==> config.mk <==
export PLATFORM = sky130hd
export DESIGN_NAME = axis_in_top
export DESIGN_NICKNAME = d
export VERILOG_FILES = /design/src/hdl/axis_in_pkg.sv /design/src/hdl/axis_in_packer.sv /design/src/hdl/axis_in_fifo.sv /design/src/hdl/axis_in_regs.sv /design/src/hdl/axis_in_top.sv
export VERILOG_INCLUDE_DIRS = /design/src /design/src/hdl
export SDC_FILE = /design/constraint.sdc
export NUM_CORES = 1
export LEC_CHECK = 0
export ABC_AREA = 1
export BUFFER_PORTS_ARGS = -buffer_cell sky130_fd_sc_hd__buf_2
export CAP_MARGIN = 15
export CORE_ASPECT_RATIO = 1.75
export CORE_MARGIN = 5
export CORE_UTILIZATION = 55
export DETAILED_ROUTE_END_ITERATION = 6
export HOLD_SLACK_MARGIN = 0.05
export PLACE_DENSITY = 0.75
export SYNTH_ARGS = -nofsm -noshare
export SYNTH_HDL_FRONTEND = slang
export SYNTH_SLANG_ARGS = --single-unit
==> constraint.sdc <==
create_clock -name clk_i -period 3.45 [get_ports clk_i]
set_clock_uncertainty 0.15 [all_clocks]
set_input_delay 0.69 -clock clk_i [delete_from_list [all_inputs] [get_ports clk_i]]
set_output_delay 0.69 -clock clk_i [all_outputs]
set_load 0.05 [all_outputs]
==> src/hdl/axis_in_config.svh <==
`ifndef AXIS_IN_CONFIG_SVH
`define AXIS_IN_CONFIG_SVH

// Stream data width in bits
// Only 8 and 16 divide the 32-bit word evenly
`define AXIS_IN_TDATA_W 8

// FIFO depth in words, as log2
// 3 gives 8 words of 32 bits
`define AXIS_IN_FIFO_DEPTH_LOG2 3

// CPU address width, counted in words
`define AXIS_IN_ADDR_W 2

// Word address of the empty flag
`define AXIS_IN_EMPTY_ADDR 0

// Word address of the data output, reading it pops the FIFO
`define AXIS_IN_OUT_ADDR 1

// Word address of the last flag and byte strobe
`define AXIS_IN_LAST_ADDR 2

`endif

==> src/hdl/axis_in_pkg.sv <==
package axis_in_pkg;

`include "axis_in_config.svh"

  // One stream beat as seen on the wires
  // tready travels the other way and stays a separate port
  typedef struct packed {
    logic [`AXIS_IN_TDATA_W-1:0] tdata;
    logic                        tvalid;
    logic                        tlast;
  } axis_beat_t;

  // One FIFO entry
  // Data is packed little-endian, strb marks valid bytes
  typedef struct packed {
    logic [31:0] data;
    logic [3:0]  strb;
    logic        last;
  } axis_word_t;

  // CPU request, zero wstrb means read
  typedef struct packed {
    logic                       avalid;
    logic [`AXIS_IN_ADDR_W-1:0] addr;
    logic [31:0]                wdata;
    logic [3:0]                 wstrb;
  } cpu_req_t;

  // CPU response, rdata qualified by rvalid
  typedef struct packed {
    logic        ready;
    logic        rvalid;
    logic [31:0] rdata;
  } cpu_rsp_t;

  // Decoded LAST register
  // Bit 4 is the frame end flag, bits 3:0 the byte strobe
  typedef struct packed {
    logic [26:0] pad;
    logic        last;
    logic [3:0]  strb;
  } last_status_t;

  // Same 32 bits, either as a bus word or as LAST fields
  typedef union packed {
    logic [31:0]  raw;
    last_status_t status;
  } reg_word_u;

endpackage

==> src/hdl/axis_in_packer.sv <==
`timescale 1ns/1ns
`include "axis_in_config.svh"

module axis_in_packer
  import axis_in_pkg::*;
(
  input  logic       clk_i,
  input  logic       rst_n_i,
  input  axis_beat_t axis_i,
  output logic       tready_o,
  input  logic       full_i,
  input  logic       release_i,
  output logic       push_o,
  output axis_word_t word_o
);

  // Bytes per beat and beats per 32-bit word
  localparam int TDATA_W    = `AXIS_IN_TDATA_W;
  localparam int BEAT_BYTES = TDATA_W / 8;
  localparam int LANES      = 32 / TDATA_W;
  localparam int LANE_W     = $clog2(LANES);
  localparam logic [LANE_W-1:0] LAST_LANE = LANE_W'(LANES - 1);

  // Next beat position inside the word
  logic [LANE_W-1:0] lane;
  // Partial word and its filled bytes
  logic [31:0]       acc_data;
  logic [3:0]        acc_strb;
  // Set after TLAST until the CPU confirms the frame
  logic              frame_held;

  logic              beat_fire;
  logic              word_done;
  logic [31:0]       beat_data;
  logic [3:0]        beat_strb;
  logic [31:0]       next_data;
  logic [3:0]        next_strb;

  // Stall while a frame waits for the CPU, or while the FIFO is full
  assign tready_o  = !frame_held && !full_i;
  assign beat_fire = axis_i.tvalid && tready_o;

  // Word closes on the top lane or on frame end
  assign word_done = (lane == LAST_LANE) || axis_i.tlast;

  // Beat moved up to its lane
  assign beat_data = 32'(axis_i.tdata) << (int'(lane) * TDATA_W);
  assign beat_strb = 4'(((1 << BEAT_BYTES) - 1) << (int'(lane) * BEAT_BYTES));

  // Merge beat into partial word
  // Bytes not yet written read as zero, so TLAST padding comes for free
  always_comb begin
    for (int b = 0; b < 4; b++) begin
      if (acc_strb[b]) begin
        next_data[8*b +: 8] = acc_data[8*b +: 8];
      end else if (beat_strb[b]) begin
        next_data[8*b +: 8] = beat_data[8*b +: 8];
      end else begin
        next_data[8*b +: 8] = 8'h00;
      end
    end
    next_strb = acc_strb | beat_strb;
  end

  // Completed word goes straight to the FIFO in the beat's own cycle
  assign push_o      = beat_fire && word_done;
  assign word_o.data = next_data;
  assign word_o.strb = next_strb;
  assign word_o.last = axis_i.tlast;

  // Lane index, byte strobe and frame hold
  always_ff @(posedge clk_i or negedge rst_n_i) begin
    if (!rst_n_i) begin
      lane       <= '0;
      acc_strb   <= '0;
      frame_held <= 1'b0;
    end else begin
      if (beat_fire) begin
        if (word_done) begin
          // Start a fresh word, lane 0 again
          lane     <= '0;
          acc_strb <= '0;
        end else begin
          lane     <= lane + 1'b1;
          acc_strb <= next_strb;
        end
      end
      // Hold after TLAST
      if (beat_fire && axis_i.tlast) begin
        frame_held <= 1'b1;
      end else if (release_i) begin
        frame_held <= 1'b0;
      end
    end
  end

  // Partial word bytes, only meaningful where acc_strb is set
  always_ff @(posedge clk_i) begin
    if (beat_fire && !word_done) begin
      acc_data <= next_data;
    end
  end

endmodule

==> src/hdl/axis_in_fifo.sv <==
`timescale 1ns/1ns
`include "axis_in_config.svh"

module axis_in_fifo
  import axis_in_pkg::*;
(
  input  logic       clk_i,
  input  logic       rst_n_i,
  // Write side, from the packer
  input  logic       push_i,
  input  axis_word_t word_i,
  output logic       full_o,
  // Read side, from the register block
  input  logic       pop_i,
  output axis_word_t rd_word_o,
  output logic       empty_o
);

  localparam int DEPTH_LOG2 = `AXIS_IN_FIFO_DEPTH_LOG2;
  localparam int DEPTH      = 1 << DEPTH_LOG2;

  // Two-port word storage
  axis_word_t mem [DEPTH];

  // Pointers carry one extra wrap bit
  logic [DEPTH_LOG2:0]   wr_ptr;
  logic [DEPTH_LOG2:0]   rd_ptr;
  logic [DEPTH_LOG2-1:0] wr_addr;
  logic [DEPTH_LOG2-1:0] rd_addr;
  logic                  wrap_diff;

  // Accepted operations only
  logic                  do_push;
  logic                  do_pop;

  assign wr_addr   = wr_ptr[DEPTH_LOG2-1:0];
  assign rd_addr   = rd_ptr[DEPTH_LOG2-1:0];
  assign wrap_diff = wr_ptr[DEPTH_LOG2] != rd_ptr[DEPTH_LOG2];

  // Same address, same lap: empty
  assign empty_o = !wrap_diff && (wr_addr == rd_addr);
  // Same address, writer one lap ahead: full
  assign full_o  = wrap_diff && (wr_addr == rd_addr);

  // Push when full and pop when empty are dropped
  assign do_push = push_i && !full_o;
  assign do_pop  = pop_i && !empty_o;

  // Pointer update
  always_ff @(posedge clk_i or negedge rst_n_i) begin
    if (!rst_n_i) begin
      wr_ptr <= '0;
      rd_ptr <= '0;
    end else begin
      if (do_push) begin
        wr_ptr <= wr_ptr + 1'b1;
      end
      if (do_pop) begin
        rd_ptr <= rd_ptr + 1'b1;
      end
    end
  end

  // Storage write port
  always_ff @(posedge clk_i) begin
    if (do_push) begin
      mem[wr_addr] <= word_i;
    end
  end

  // Registered read port
  // Data shows one cycle after the pop and holds until the next one
  always_ff @(posedge clk_i) begin
    if (do_pop) begin
      rd_word_o <= mem[rd_addr];
    end
  end

endmodule

==> src/hdl/axis_in_regs.sv <==
`timescale 1ns/1ns
`include "axis_in_config.svh"

module axis_in_regs
  import axis_in_pkg::*;
(
  input  logic       clk_i,
  input  logic       rst_n_i,
  input  cpu_req_t   cpu_req_i,
  output cpu_rsp_t   cpu_rsp_o,
  input  logic       empty_i,
  input  axis_word_t rd_word_i,
  output logic       pop_o,
  output logic       release_o
);

  localparam int ADDR_W = `AXIS_IN_ADDR_W;
  localparam logic [ADDR_W-1:0] EMPTY_ADDR = ADDR_W'(`AXIS_IN_EMPTY_ADDR);
  localparam logic [ADDR_W-1:0] OUT_ADDR   = ADDR_W'(`AXIS_IN_OUT_ADDR);
  localparam logic [ADDR_W-1:0] LAST_ADDR  = ADDR_W'(`AXIS_IN_LAST_ADDR);

  // Request decode
  logic              rd_req;
  logic              sel_last;
  // Response state, one cycle behind the request
  logic              rvalid_q;
  logic [ADDR_W-1:0] addr_q;
  logic              popped_q;
  logic              empty_q;
  reg_word_u         last_rsp_q;
  // Status of the most recently popped word
  reg_word_u         saved_q;
  reg_word_u         status_now;

  // Reads only, writes are taken and dropped
  assign rd_req   = cpu_req_i.avalid && (cpu_req_i.wstrb == 4'h0);
  assign sel_last = cpu_req_i.addr == LAST_ADDR;

  // OUT read pops unless there is nothing to pop
  assign pop_o = rd_req && (cpu_req_i.addr == OUT_ADDR) && !empty_i;

  // Word popped last cycle overrides the record
  // so a LAST read right behind an OUT read sees it
  always_comb begin
    status_now = saved_q;
    if (popped_q) begin
      status_now.status.pad  = '0;
      status_now.status.last = rd_word_i.last;
      status_now.status.strb = rd_word_i.strb;
    end
  end

  // Frame fully drained and confirmed
  assign release_o = rd_req && sel_last && empty_i && status_now.status.last;

  // Control side of the response
  always_ff @(posedge clk_i or negedge rst_n_i) begin
    if (!rst_n_i) begin
      rvalid_q    <= 1'b0;
      addr_q      <= EMPTY_ADDR;
      popped_q    <= 1'b0;
      empty_q     <= 1'b1;
      saved_q.raw <= '0;
    end else begin
      rvalid_q <= rd_req;
      popped_q <= pop_o;
      if (rd_req) begin
        addr_q  <= cpu_req_i.addr;
        empty_q <= empty_i;
      end
      // Clear on release, else capture the popped word
      if (release_o) begin
        saved_q.raw <= '0;
      end else if (popped_q) begin
        saved_q <= status_now;
      end
    end
  end

  // LAST value as it stood when read
  always_ff @(posedge clk_i) begin
    if (rd_req && sel_last) begin
      last_rsp_q <= status_now;
    end
  end

  // Response mux
  always_comb begin
    cpu_rsp_o.ready  = 1'b1;
    cpu_rsp_o.rvalid = rvalid_q;
    case (addr_q)
      EMPTY_ADDR: cpu_rsp_o.rdata = {31'b0, empty_q};
      OUT_ADDR:   cpu_rsp_o.rdata = popped_q ? rd_word_i.data : 32'h0; // 0 when read empty
      LAST_ADDR:  cpu_rsp_o.rdata = last_rsp_q.raw;
      default:    cpu_rsp_o.rdata = 32'h0;
    endcase
  end

endmodule

==> src/hdl/axis_in_top.sv <==
`timescale 1ns/1ns

module axis_in_top
  import axis_in_pkg::*;
(
  input  logic       clk_i,
  input  logic       rst_n_i,
  // Stream input
  input  axis_beat_t axis_i,
  output logic       axis_tready_o,
  // CPU register bus
  input  cpu_req_t   cpu_req_i,
  output cpu_rsp_t   cpu_rsp_o
);

  // Packer to FIFO
  logic       push;
  axis_word_t push_word;
  logic       full;
  // FIFO to register block
  logic       pop;
  axis_word_t rd_word;
  logic       empty;
  // Register block back to packer
  logic       frame_release;

  // Producer, beats into words
  axis_in_packer u_packer (
    .clk_i     (clk_i),
    .rst_n_i   (rst_n_i),
    .axis_i    (axis_i),
    .tready_o  (axis_tready_o),
    .full_i    (full),
    .release_i (frame_release),
    .push_o    (push),
    .word_o    (push_word)
  );

  // Word buffer
  axis_in_fifo u_fifo (
    .clk_i     (clk_i),
    .rst_n_i   (rst_n_i),
    .push_i    (push),
    .word_i    (push_word),
    .full_o    (full),
    .pop_i     (pop),
    .rd_word_o (rd_word),
    .empty_o   (empty)
  );

  // Consumer, CPU side
  axis_in_regs u_regs (
    .clk_i     (clk_i),
    .rst_n_i   (rst_n_i),
    .cpu_req_i (cpu_req_i),
    .cpu_rsp_o (cpu_rsp_o),
    .empty_i   (empty),
    .rd_word_i (rd_word),
    .pop_o     (pop),
    .release_o (frame_release)
  );

endmodule

# Yosys cells after proc, flatten, opt, wreduce, memory -nomap -nowiden
# Memories as Yosys holds them, arrays and structs flattened. A register that Yosys moved wholly into a read port is not among the register bits.
# Cells that the tools add are included.
[op_classes]
bitwise = 1
shifts = 2
mux = 19
addsub = 3
n_reduce_logical = 25
n_eq_ne = 7
[op_table]
columns = ["cell", "count"]
rows = [
  ["32-bit two-way mux", 4],
  ["32-bit one-hot mux with 3 select lines", 1],
  ["8-bit two-way mux", 8],
  ["8-bit by 5-bit << shifter with 32-bit output", 1],
  ["1-bit logical AND", 15],
  ["4-bit by 1-bit adder with 4-bit output (second input constant)", 2],
  ["2-bit == test (second input constant)", 3],
  ["1-bit zero test", 5],
  ["2-bit by 1-bit == test with 1-bit output (second input constant)", 2],
  ["4-bit zero test", 1],
  ["1-bit two-way mux", 4],
  ["4-bit two-way mux", 1],
  ["4-bit OR", 1],
  ["2-bit nonzero test", 2],
  ["1-bit by 2-bit << shifter with 4-bit output (first input constant)", 1],
  ["3-bit == test", 1],
  ["2-bit by 1-bit adder with 2-bit output (second input constant)", 1],
  ["2-bit zero test", 1],
  ["2-bit two-way mux", 1],
  ["1-bit logical OR", 1],
  ["1-bit inequality test", 1],
]
[totals]
output_inout_bits = 35
ff_bits = 116
ramBits = 296
memories = 1
[mem_list]
columns = ["memory", "words", "word_bits", "read_ports", "rd_ports_with_merged_regs", "write_ports", "line_no", "rtl"]
rows = [
  ["u_fifo.mem", 8, 37, 1, 1, 1, "axis_in_fifo.sv:23", "axis_word_t mem [DEPTH];"],
]

# Logic depth before layout (Yosys ltp)
# Gate-level depths: netlist of run 1.
[logic_depth]
depth_word = 9
ltp_mapped = 11
ltp_nobuf = 10

# By module
# Synthesis of run 1 repeated with hierarchy kept, for this count alone.
[unflattened]
hier_cells = 1471
hier_area_um2 = 17904.7
[by_module_without_submodules]
columns = ["mod", "cells_per_inst", "n_inst", "area_each_um2"]
rows = [
  ["axis_in_fifo", 957, 1, 13066.3],
  ["axis_in_regs", 336, 1, 3056.7],
  ["axis_in_packer", 178, 1, 1781.7],
]

# Worst setup path after synthesis of run 1
# Ideal clock, no wire load.
[synth_path]
kind = "input to register"
from = "in axis_i[0] in the netlist's numbering"
to = "mem u_fifo.mem[6][0] in the netlist's numbering, enable pin"
slack_ps = 130
setup_ps = 431
arrival_ps = 2739
path_stages = 5
n_path_buf = 1
cell_sequence = "nor2_1 -> inv_1 -> nand4_2 -> buf_6 -> nor2_1"
[synth_between]
elab_chain_len = 5
[synth_rtl]
columns = ["item", "line_no", "rtl"]
rows = [
  ["start: declaration", "axis_in_top.sv:9", "input axis_beat_t axis_i,"],
  ["1-bit logical OR", "axis_in_packer.sv:44", "assign word_done = (lane == LAST_LANE) || axis_i.tlast;"],
  ["1-bit logical AND", "axis_in_packer.sv:66", "assign push_o = beat_fire && word_done;"],
  ["1-bit logical AND", "axis_in_fifo.sv:46", "assign do_push = push_i && !full_o;"],
  ["1-bit two-way mux", "axis_in_fifo.sv:66", "if (do_push) begin"],
  ["1-bit two-way mux (not written as such)", "axis_in_fifo.sv:67", "mem[wr_addr] <= word_i;"],
  ["end: declaration", "axis_in_fifo.sv:23", ""],
]
# No other way between the ends.

==> metrics, run 1 <==
drt pass-1 iters=5; Post-synth EDFFs=397; synthesized area=17900 µm²; final slew viol count=0; Fillers=2306; FF+latch count, synth=449; Worst Path Buf+Inv=3; Tightest Hold Check Type=in -> async; post-CTS setup buffer count=0; GRT overflow=0; Fmax achieved=328 MHz; Final Hold Fails=0; Skew-Pair Late Insertion Delay=0.52 ns; io pins=86; gpl congestion=0.778; min Tclk post-route=3.05 ns; Worst-Margin Slew=0.994 ns; status=complete, no violations; setup TNS=0 ns; first-pass GRT wire length=60300 µm; Overall Global Routing Usage=0.212; Routed Wire Length=38500 µm; Async SR Flop Fraction=0.116; Root Driver=clkbuf_16; n_diodes=0; Initial Util=0.554; htree depth=2; port buffer count=52; CTS buffer count=38; reg2reg end=u_fifo.rd_word_o[3]; crit path from=u_regs.addr_q[1]; RSZ-0062 raised after global routing=false; CP max stage delay=0.37 ns; Die Ht=248 µm; clk buf depth=3; R2R Path Start=u_fifo.rd_ptr[1]; syn avg cell area=12.4 µm²; CTS tree=done; die area=36300 µm²; end of the critical path=cpu_rsp_o[17]; PostCTS Resize Cnt=0; kind of critical path=reg -> out; initial detailed-routing violation count=1041; Critical Path, Cell by Cell=inv_1, nand3_1, buf_4, o21ai_0, buf_2; Reg2Reg Depth=6; share of layout cells above drive strength 1=0.129; CTS Hold Bufs=0; Ys Warns=0; core area=32200 µm²; post-synthesis sequential area ratio=0.740; Rel. slew slack=0.330; Sequential Area=13200 µm²; CP endpoint kind=output pin; Stages on worst setup path=5; vias in the first global route=11100; nets@finish=1547; R2R setup slack=0.82 ns; commonest non-fill, non-tap cell in the layout=edfxtp_1; clk slew on worst S/H paths=0.07 ns; CP max-delay cell=dfrtp_1; Mapped Cells=1440; Residual DRC=0; Post-DP HPWL=21500 µm; Avg WL per Cell=20.1 µm; crit-path leading delay family=buffers and inverters; vias post-DR=11100; number of core rows=87; area of the multi-input gates=3820 µm²; Setup crit start kind=register; initial antenna violation count=1; Tcrit/Tclk final=0.885; worst vdd ir=0.323 mV; final setup fails=0; remaining antenna violation count=0; static leakage=7.53 nW; Synth-to-Final Area Change=11.3%; Worst Path Arrival=2.21 ns; Synth Flop Type=edfxtp_1; pwr dens=660 nW/µm²; post-synth cell types=38; worst-path maximum fanout=25; commonest non-fill, non-tap cells in the layout=edfxtp_1 (397), nor2_1 (287), o21ai_0 (217); DR vias/cell=5.79; die width=146 µm; Cell Count, Final, Fillers Out=1919; # clock sinks=449; largest net degree at the start of global routing=134; Worst Path Required=2.61 ns; Placed Cells incl. Taps=1850; Post-Syn Nets=1497; Max-Cap Viols=0
-- worst min path at each step --
stage                            to
2_1_floorplan      u_fifo.rd_ptr[0]
3_3_place_gp    u_packer.frame_held
3_5_place_dp    u_packer.frame_held
4_1_cts            u_packer.lane[0]
5_1_grt        u_packer.acc_strb[0]
6_report          u_regs.saved_q[3]
-- worst register-to-register path: stages (launching register included) --
cell     delay, ns
dfrtp_2       0.57
inv_2         0.12
buf_4         0.72
o21ai_0       0.31
o22ai_1       0.23
nor2_1        0.07
a31oi_1       0.27
-- metrics by stage --
step	instance area (µm²)	total power [mW]	hold WS (ns)	worst slack, ns	util
floorplan	17900	8.31	0.244	0.130	-
global placement	18700	8.87	0.310	0.843	0.579
detailed placement	18700	9.00	0.330	0.782	0.579
CTS	19900	13.2	0.0878	0.361	0.617
global route	19900	13.6	0.126	0.269	0.617
finish	19900	13.1	0.0896	0.397	0.617
-- power by group --
part	internal (mW)	switching, mW	leakage, nW	total, mW
registers	6.50	0.197	4.42	6.70
clock network	2.37	1.86	0.605	4.23
logic	0.631	1.57	2.51	2.20
-- cell families after synthesis --
logic type,after synthesis,synth area share
AO/OA/AOI/OAI,293,0.0876
XOR/XNOR,5,0.00350
adder cells (fa/ha/maj),6,0.00420
buffers and inverters,191,0.0492
flip-flops,449,0.740
multiplexers,5,0.00315
other,1,0.000210
AND/OR/NAND/NOR,490,0.112
-- synth_stat cells, types with 4 or more instances --
library cell  count  share of area
mux2_2            5         0.0032
ha_1              6         0.0042
nor2_2            6         0.0021
o21ai_0         217          0.061
inv_2            10         0.0021
edfxtp_1        397           0.67
nor2_1          290          0.061
buf_6             6         0.0038
buf_2            34         0.0095
buf_4             6         0.0025
nor3_2            6         0.0034
nand2_1         162          0.034
inv_1            99          0.021
o22ai_1          37          0.013
or2_2             4         0.0014
clkbuf_1         29         0.0061
dfrtp_1          51          0.071
a31oi_1          37          0.013
nand3_1           9         0.0025
-- cell type report --
type	instances	share of cell area
clock buffers	49	0.0520
clock inverters	20	0.0101
inverters	111	0.0212
multi-input cells	800	0.192
flip-flops and latches	449	0.665
well taps	400	0.0252
repair buffers	90	0.0344
-- flip-flops by register name, summed over array words and instances, names as in the netlist --
name,cells
u_regs.popped_q,1
u_packer.frame_held,1
u_fifo.wr_ptr,4
u_regs.empty_q,1
u_regs.saved_q,32
u_fifo.mem,296
u_regs.addr_q,2
u_fifo.rd_ptr,4
u_regs.last_rsp_q,32
u_fifo.rd_word_o,37
u_packer.acc_data,32
u_regs.rvalid_q,1
u_packer.acc_strb,4
u_packer.lane,2
-- per-layer routing --
metal	up-vias	share of wire	wire (µm)	track usage
met3	89	0.064	2460	0.0280
met5	-	0.00034	13	0
met2	461	0.53	20300	0.387
met4	2	0.033	1280	0.0878
li1	5082	-	-	-
met1	5481	0.38	14500	0.253
Note: power is estimated with default switching activity, not from simulation.
==> run 2: changes to the inputs <==
--- a/config.mk
+++ b/config.mk
@@ -9,7 +9,7 @@
 export ABC_AREA = 1
 export BUFFER_PORTS_ARGS = -buffer_cell sky130_fd_sc_hd__buf_2
 export CAP_MARGIN = 15
-export CORE_ASPECT_RATIO = 1.75
+export CORE_ASPECT_RATIO = 2
 export CORE_MARGIN = 5
 export CORE_UTILIZATION = 55
 export DETAILED_ROUTE_END_ITERATION = 6
==> run 2 against run 1 <==
Effect of this change: sequential power is essentially flat; final cell count grew 1.3%; register-to-register slack lost 0.15 ns; sequential share of layout area is essentially flat; total power shrank 0.36%; wire length shrank 3.2%; utilization grew 0.21 points; first-iteration DRC count shrank 6.7%.
==> metrics, run 2 (synthesized netlist as in run 1, its figures left out) <==
kind of critical path=reg -> out; RSZ-0062 raised after global routing=false; share of layout cells above drive strength 1=0.129 (-0.000489); number of core rows=93 (+6.9%); DR vias/cell=5.58 (-3.7%); vias in the first global route=10800 (-2.7%); CTS tree=done; Avg WL per Cell=19.2 µm (-4.5%); initial detailed-routing violation count=971 (-6.7%); setup TNS=0 ns (unchanged); vias post-DR=10800 (-2.4%); CP endpoint kind=output pin; final setup fails=0 (unchanged); # clock sinks=449 (unchanged); Post-DP HPWL=21600 µm (+0.63%); Tightest Hold Check Type=in -> async; worst vdd ir=0.422 mV (+30%); gpl congestion=0.787 (+1.2%); pwr dens=658 nW/µm² (-0.37%); Worst-Margin Slew=1.05 ns (+0.0585 ns); status=complete, no violations; nets@finish=1549 (+0.13%); commonest non-fill, non-tap cell in the layout=edfxtp_1; Die Ht=265 µm (+6.6%); Setup crit start kind=register; Rel. slew slack=0.291 (-0.0394); R2R setup slack=0.67 ns (-0.15 ns); Top reg by flops=u_fifo.mem; core area=32100 µm² (-0.33%); Critical Path, Cell by Cell=inv_1, nand3_1, buf_4, o21ai_0, buf_2; io pins=86 (unchanged); final slew viol count=0 (unchanged); Tcrit/Tclk final=0.898 (+0.0127); Residual DRC=0 (unchanged); CTS Hold Bufs=0 (unchanged); Fmax achieved=323 MHz (-1.4%); remaining antenna violation count=0 (unchanged); Overall Global Routing Usage=0.205 (-0.00664); port buffer count=52 (unchanged); Largest regs=u_fifo.mem x296, u_fifo.rd_word_o x37; drt pass-1 iters=5 (unchanged); Worst Path Required=2.61 ns (about the same); Setup WS pre-CTS=0.571 ns (-0.211 ns); CP max stage delay=0.36 ns (about the same); CP max-delay cell=dfrtp_1; max reg flops=296 (unchanged); Initial Util=0.556 (+0.00181); Skew-Pair Late Insertion Delay=0.52 ns (about the same); Final WS setup=0.353 ns (-0.0438 ns); Synth-to-Final Area Change=11.4% (about the same); initial antenna violation count=2 (+1); die width=137 µm (-6.0%); Final Power=13.1 mW (-0.36%); PostCTS Resize Cnt=0 (unchanged); Reg2Reg Depth=6 (unchanged); min Tclk post-route=3.10 ns (+0.0438 ns); post-CTS setup buffer count=0 (unchanged); Routed Wire Length=37300 µm (-3.2%); commonest non-fill, non-tap cells in the layout=edfxtp_1 (397), nor2_1 (287), o21ai_0 (217); Max-Cap Viols=0 (unchanged); Fillers=2400 (+4.1%); Final Hold Fails=0 (unchanged); Worst Path Arrival=2.26 ns (+0.05 ns); static leakage=7.53 nW (about the same); die area=36400 µm² (+0.22%); worst-path maximum fanout=25 (unchanged); clk buf depth=3 (unchanged); clk slew on worst S/H paths=0.07 ns (about the same); R2R Path Start=u_packer.lane[0]; GRT overflow=0 (unchanged); Root Driver=clkbuf_16; reg2reg end=u_fifo.mem[2][28]; htree depth=2 (unchanged); n_diodes=0 (unchanged); crit-path leading delay family=buffers and inverters; first-pass GRT wire length=57600 µm (-4.4%); largest net degree at the start of global routing=107 (-20%); Worst Path Buf+Inv=3 (unchanged); CTS buffer count=36 (-5.3%)
## run 2: cell types whose count changed in the layout (fill, tap and decap cells not counted)
cell        change
clkinv_8        +1
buf_12          -2
clkinv_4        -5
clkbuf_16       -1
clkbuf_1        -5
clkinvlp_4      +1
inv_6           -2
bufinv_16       +1
buf_4           +6
clkinv_1        +4
## run 2: metrics by stage
step,instance area (µm²),hold WS (ns),std cells,util
global placement,18700,0.311,1881,0.582
global route,19900,0.250,1944,0.619
CTS,19900,0.207,1944,0.619
floorplan,17900,0.244,1440,-
finish,19900,0.174,1944,0.619
detailed placement,18700,0.313,1881,0.582
## run 2: area by class of cell
| type | count | area (µm²) | share of cell area |
|---|---|---|---|
| tap | 427 | 534 | 0.0269 |
| inverter | 111 | 422 | 0.0212 |
| clock inverter | 20 | 208 | 0.0104 |
| sequential | 449 | 13200 | 0.665 |
| clock buffer | 43 | 990 | 0.0498 |
| multi-input combinational | 800 | 3820 | 0.192 |
| timing repair buffer | 94 | 688 | 0.0346 |
## run 2: worst max-delay path by stage
stage	startpoint	end	slack, ns	depth (start not counted)
floorplan	axis_i[0]	u_fifo.mem[6][0]	0.13	5
global placement	axis_i[0]	u_fifo.mem[2][30]	0.61	6
detailed placement	axis_i[0]	u_fifo.mem[2][30]	0.57	6
CTS	u_regs.addr_q[1]	cpu_rsp_o[16]	0.21	5
global route	u_regs.addr_q[1]	cpu_rsp_o[16]	0.15	5
finish	u_regs.addr_q[1]	cpu_rsp_o[16]	0.35	5
## run 2: report_power, final
| group | leakage (nW) | total, mW | internal (mW) | switching, mW |
|---|---|---|---|---|
| sequential | 4.42 | 6.73 | 6.50 | 0.230 |
| combinational | 2.53 | 2.22 | 0.645 | 1.57 |
| clock | 0.584 | 4.14 | 2.35 | 1.78 |
| total | 7.53 | 13.1 | 9.50 | 3.59 |
## run 2: metal layers
metal,GRT usage,vias up,wire length (µm)
met5,0,-,7
met4,0.0829,2,1350
met3,0.0283,94,2480
met2,0.365,424,19700
met1,0.247,5244,13800
li1,-,5081,-
==> run 3: changes to the inputs <==
--- a/config.mk
+++ b/config.mk
@@ -11,10 +11,10 @@
 export CAP_MARGIN = 15
 export CORE_ASPECT_RATIO = 2
 export CORE_MARGIN = 5
-export CORE_UTILIZATION = 55
+export CORE_UTILIZATION = 60
 export DETAILED_ROUTE_END_ITERATION = 6
 export HOLD_SLACK_MARGIN = 0.05
-export PLACE_DENSITY = 0.75
+export PLACE_DENSITY = 0.78
 export SYNTH_ARGS = -nofsm -noshare
 export SYNTH_HDL_FRONTEND = slang
 export SYNTH_SLANG_ARGS = --single-unit
==> constraint.sdc (replaced) <==
create_clock -name clk_i -period 3.2 [get_ports clk_i]
set_clock_uncertainty 0.15 [all_clocks]
set_input_delay 0.64 -clock clk_i [delete_from_list [all_inputs] [get_ports clk_i]]
set_output_delay 0.64 -clock clk_i [all_outputs]
set_load 0.05 [all_outputs]
==> run 3 against run 2 <==
Effect of this change: flip-flop and latch count unchanged; global-route usage rose by 1.5 points; total power is 7.9% higher.
==> metrics, run 3 (synthesized netlist as in run 1, its figures left out) <==
Min-Delay Startpoint=cpu_req_i[36]; Rel. slew slack=0.330 (+0.0397); R2R setup slack=0.43 ns (-0.24 ns); commonest non-fill, non-tap cell in the layout=edfxtp_1; Initial Util=0.605 (+0.0491); Worst-Margin Slew=0.994 ns (-0.0590 ns); Worst Path Required=2.41 ns (-0.20 ns); pwr dens=710 nW/µm² (+7.9%); worst-path maximum fanout=24 (-4.0%); Setup WS pre-CTS=0.166 ns (-0.405 ns); drt pass-1 iters=5 (unchanged); PostCTS Resize Cnt=0 (unchanged); gpl congestion=0.794 (+0.91%); remaining antenna violation count=0 (unchanged); Post-DP HPWL=22400 µm (+3.7%); Final Power=14.1 mW (+7.9%); CTS buffer count=36 (unchanged); Largest regs=u_fifo.mem x296, u_fifo.rd_word_o x37; port buffer count=52 (unchanged); final slew viol count=0 (unchanged); DR vias/cell=5.73 (+2.6%); static leakage=7.57 nW (+0.60%); CP endpoint kind=output pin; nets@finish=1563 (+0.90%); Routed Wire Length=37000 µm (-0.58%); n_diodes=0 (unchanged); kind of critical path=reg -> out; Hold Crit Depth=3; R2R Path Start=u_packer.lane[1]; Hold Path End=u_regs.addr_q[0]; vias in the first global route=11000 (+1.1%); number of core rows=89 (-4.3%); Tcrit/Tclk final=0.949; Overall Global Routing Usage=0.220 (+0.0152); Final Hold Fails=0 (unchanged); max reg flops=296 (unchanged); min Tclk post-route=3.04 ns; htree depth=2 (unchanged); RSZ-0062 raised after global routing=false; Fmax achieved=329 MHz; clk buf depth=3 (unchanged); Worst Path Arrival=2.25 ns (about the same); Skew-Pair Late Insertion Delay=0.53 ns (about the same); Avg WL per Cell=19.6 µm (+2.0%); vias post-DR=10800 (+0.0092%); Tightest Hold Check Type=in -> reg; core area=29500 µm² (-8.1%); Final WS setup=0.164 ns (-0.189 ns); die width=132 µm (-3.9%); Top reg by flops=u_fifo.mem; Setup crit start kind=register; initial detailed-routing violation count=924 (-4.8%); final setup fails=0 (unchanged); die area=33500 µm² (-7.9%); Root Driver=clkbuf_16; first-pass GRT wire length=57600 µm (about the same); Synth-to-Final Area Change=11.3% (about the same); io pins=86 (unchanged); # clock sinks=449 (unchanged); Die Ht=254 µm (-4.1%); GRT overflow=0 (unchanged); Residual DRC=0 (unchanged); CTS tree=done; Reg2Reg Depth=6 (unchanged); reg2reg end=u_fifo.mem[0][1]; status=complete, no violations; commonest non-fill, non-tap cells in the layout=edfxtp_1 (397), nor2_1 (287), o21ai_0 (217); clk slew on worst S/H paths=0.06 ns (about the same); post-CTS setup buffer count=0 (unchanged); Hold Slack=0.269 ns (+0.0947 ns); Max-Cap Viols=0 (unchanged); worst vdd ir=0.400 mV (-5.1%); initial antenna violation count=0 (-2); share of layout cells above drive strength 1=0.133 (+0.00414); largest net degree at the start of global routing=107 (unchanged)
[run 3: timing repair]
action / in CTS / in global routing
hold buffers: 1 / 0
endpoints found under the hold margin: 27 / 0
setup endpoints to repair: 0 / 0
[run 3: report_power, final]
| part | leakage (nW) | total [mW] | internal [mW] | switching [mW] |
|---|---|---|---|---|
| registers | 4.42 | 7.18 | 7.01 | 0.170 |
| logic | 2.59 | 2.51 | 0.723 | 1.79 |
| clock network | 0.564 | 4.43 | 2.54 | 1.89 |
| total | 7.57 | 14.1 | 10.3 | 3.85 |
[run 3: worst max-delay path by stage]
| stage | from | endpoint | slack [ns] |
|---|---|---|---|
| floorplan | axis_i[0] | u_fifo.mem[6][0] | -0.07 |
| global placement | axis_i[0] | u_fifo.mem[0][32] | 0.20 |
| detailed placement | axis_i[0] | u_fifo.mem[0][32] | 0.17 |
| CTS | u_regs.addr_q[1] | cpu_rsp_o[18] | 0.05 |
| global route | u_regs.addr_q[1] | cpu_rsp_o[18] | 0.03 |
| finish | u_regs.addr_q[1] | cpu_rsp_o[18] | 0.16 |
[run 3: metal layers]
metal	up-vias	track usage	wire length (µm)
li1	5102	-	-
met1	5230	0.258	13100
met2	417	0.401	20000
met3	97	0.0238	2220
met4	0	0.108	1720
met5	-	0	0
[run 3: through the flow]
step	TNS (ns)	area, µm²	cells	utilization
floorplan	-5.19	17900	1440	-
global placement	0	18700	1831	0.634
detailed placement	0	18700	1831	0.634
CTS	0	19900	1894	0.674
global route	0	19900	1894	0.674
finish	0	19900	1894	0.674
[run 3: layout make-up]
| type | count | area (µm²) |
|---|---|---|
| Multi-Input combinational cell | 800 | 3820 |
| Fill cell | 1961 | 9620 |
| Clock inverter | 12 | 163 |
| Clock buffer | 50 | 1010 |
| Sequential cell | 449 | 13200 |
| Timing Repair Buffer | 108 | 783 |
| Inverter | 111 | 422 |
| Tap cell | 364 | 455 |
[run 3: worst max-delay path, stage by stage, from the launching register on]
cell	delay (ns)
dfrtp_1	0.36
inv_1	0.13
nand3_1	0.28
buf_4	0.31
o21ai_0	0.30
buf_2	0.33
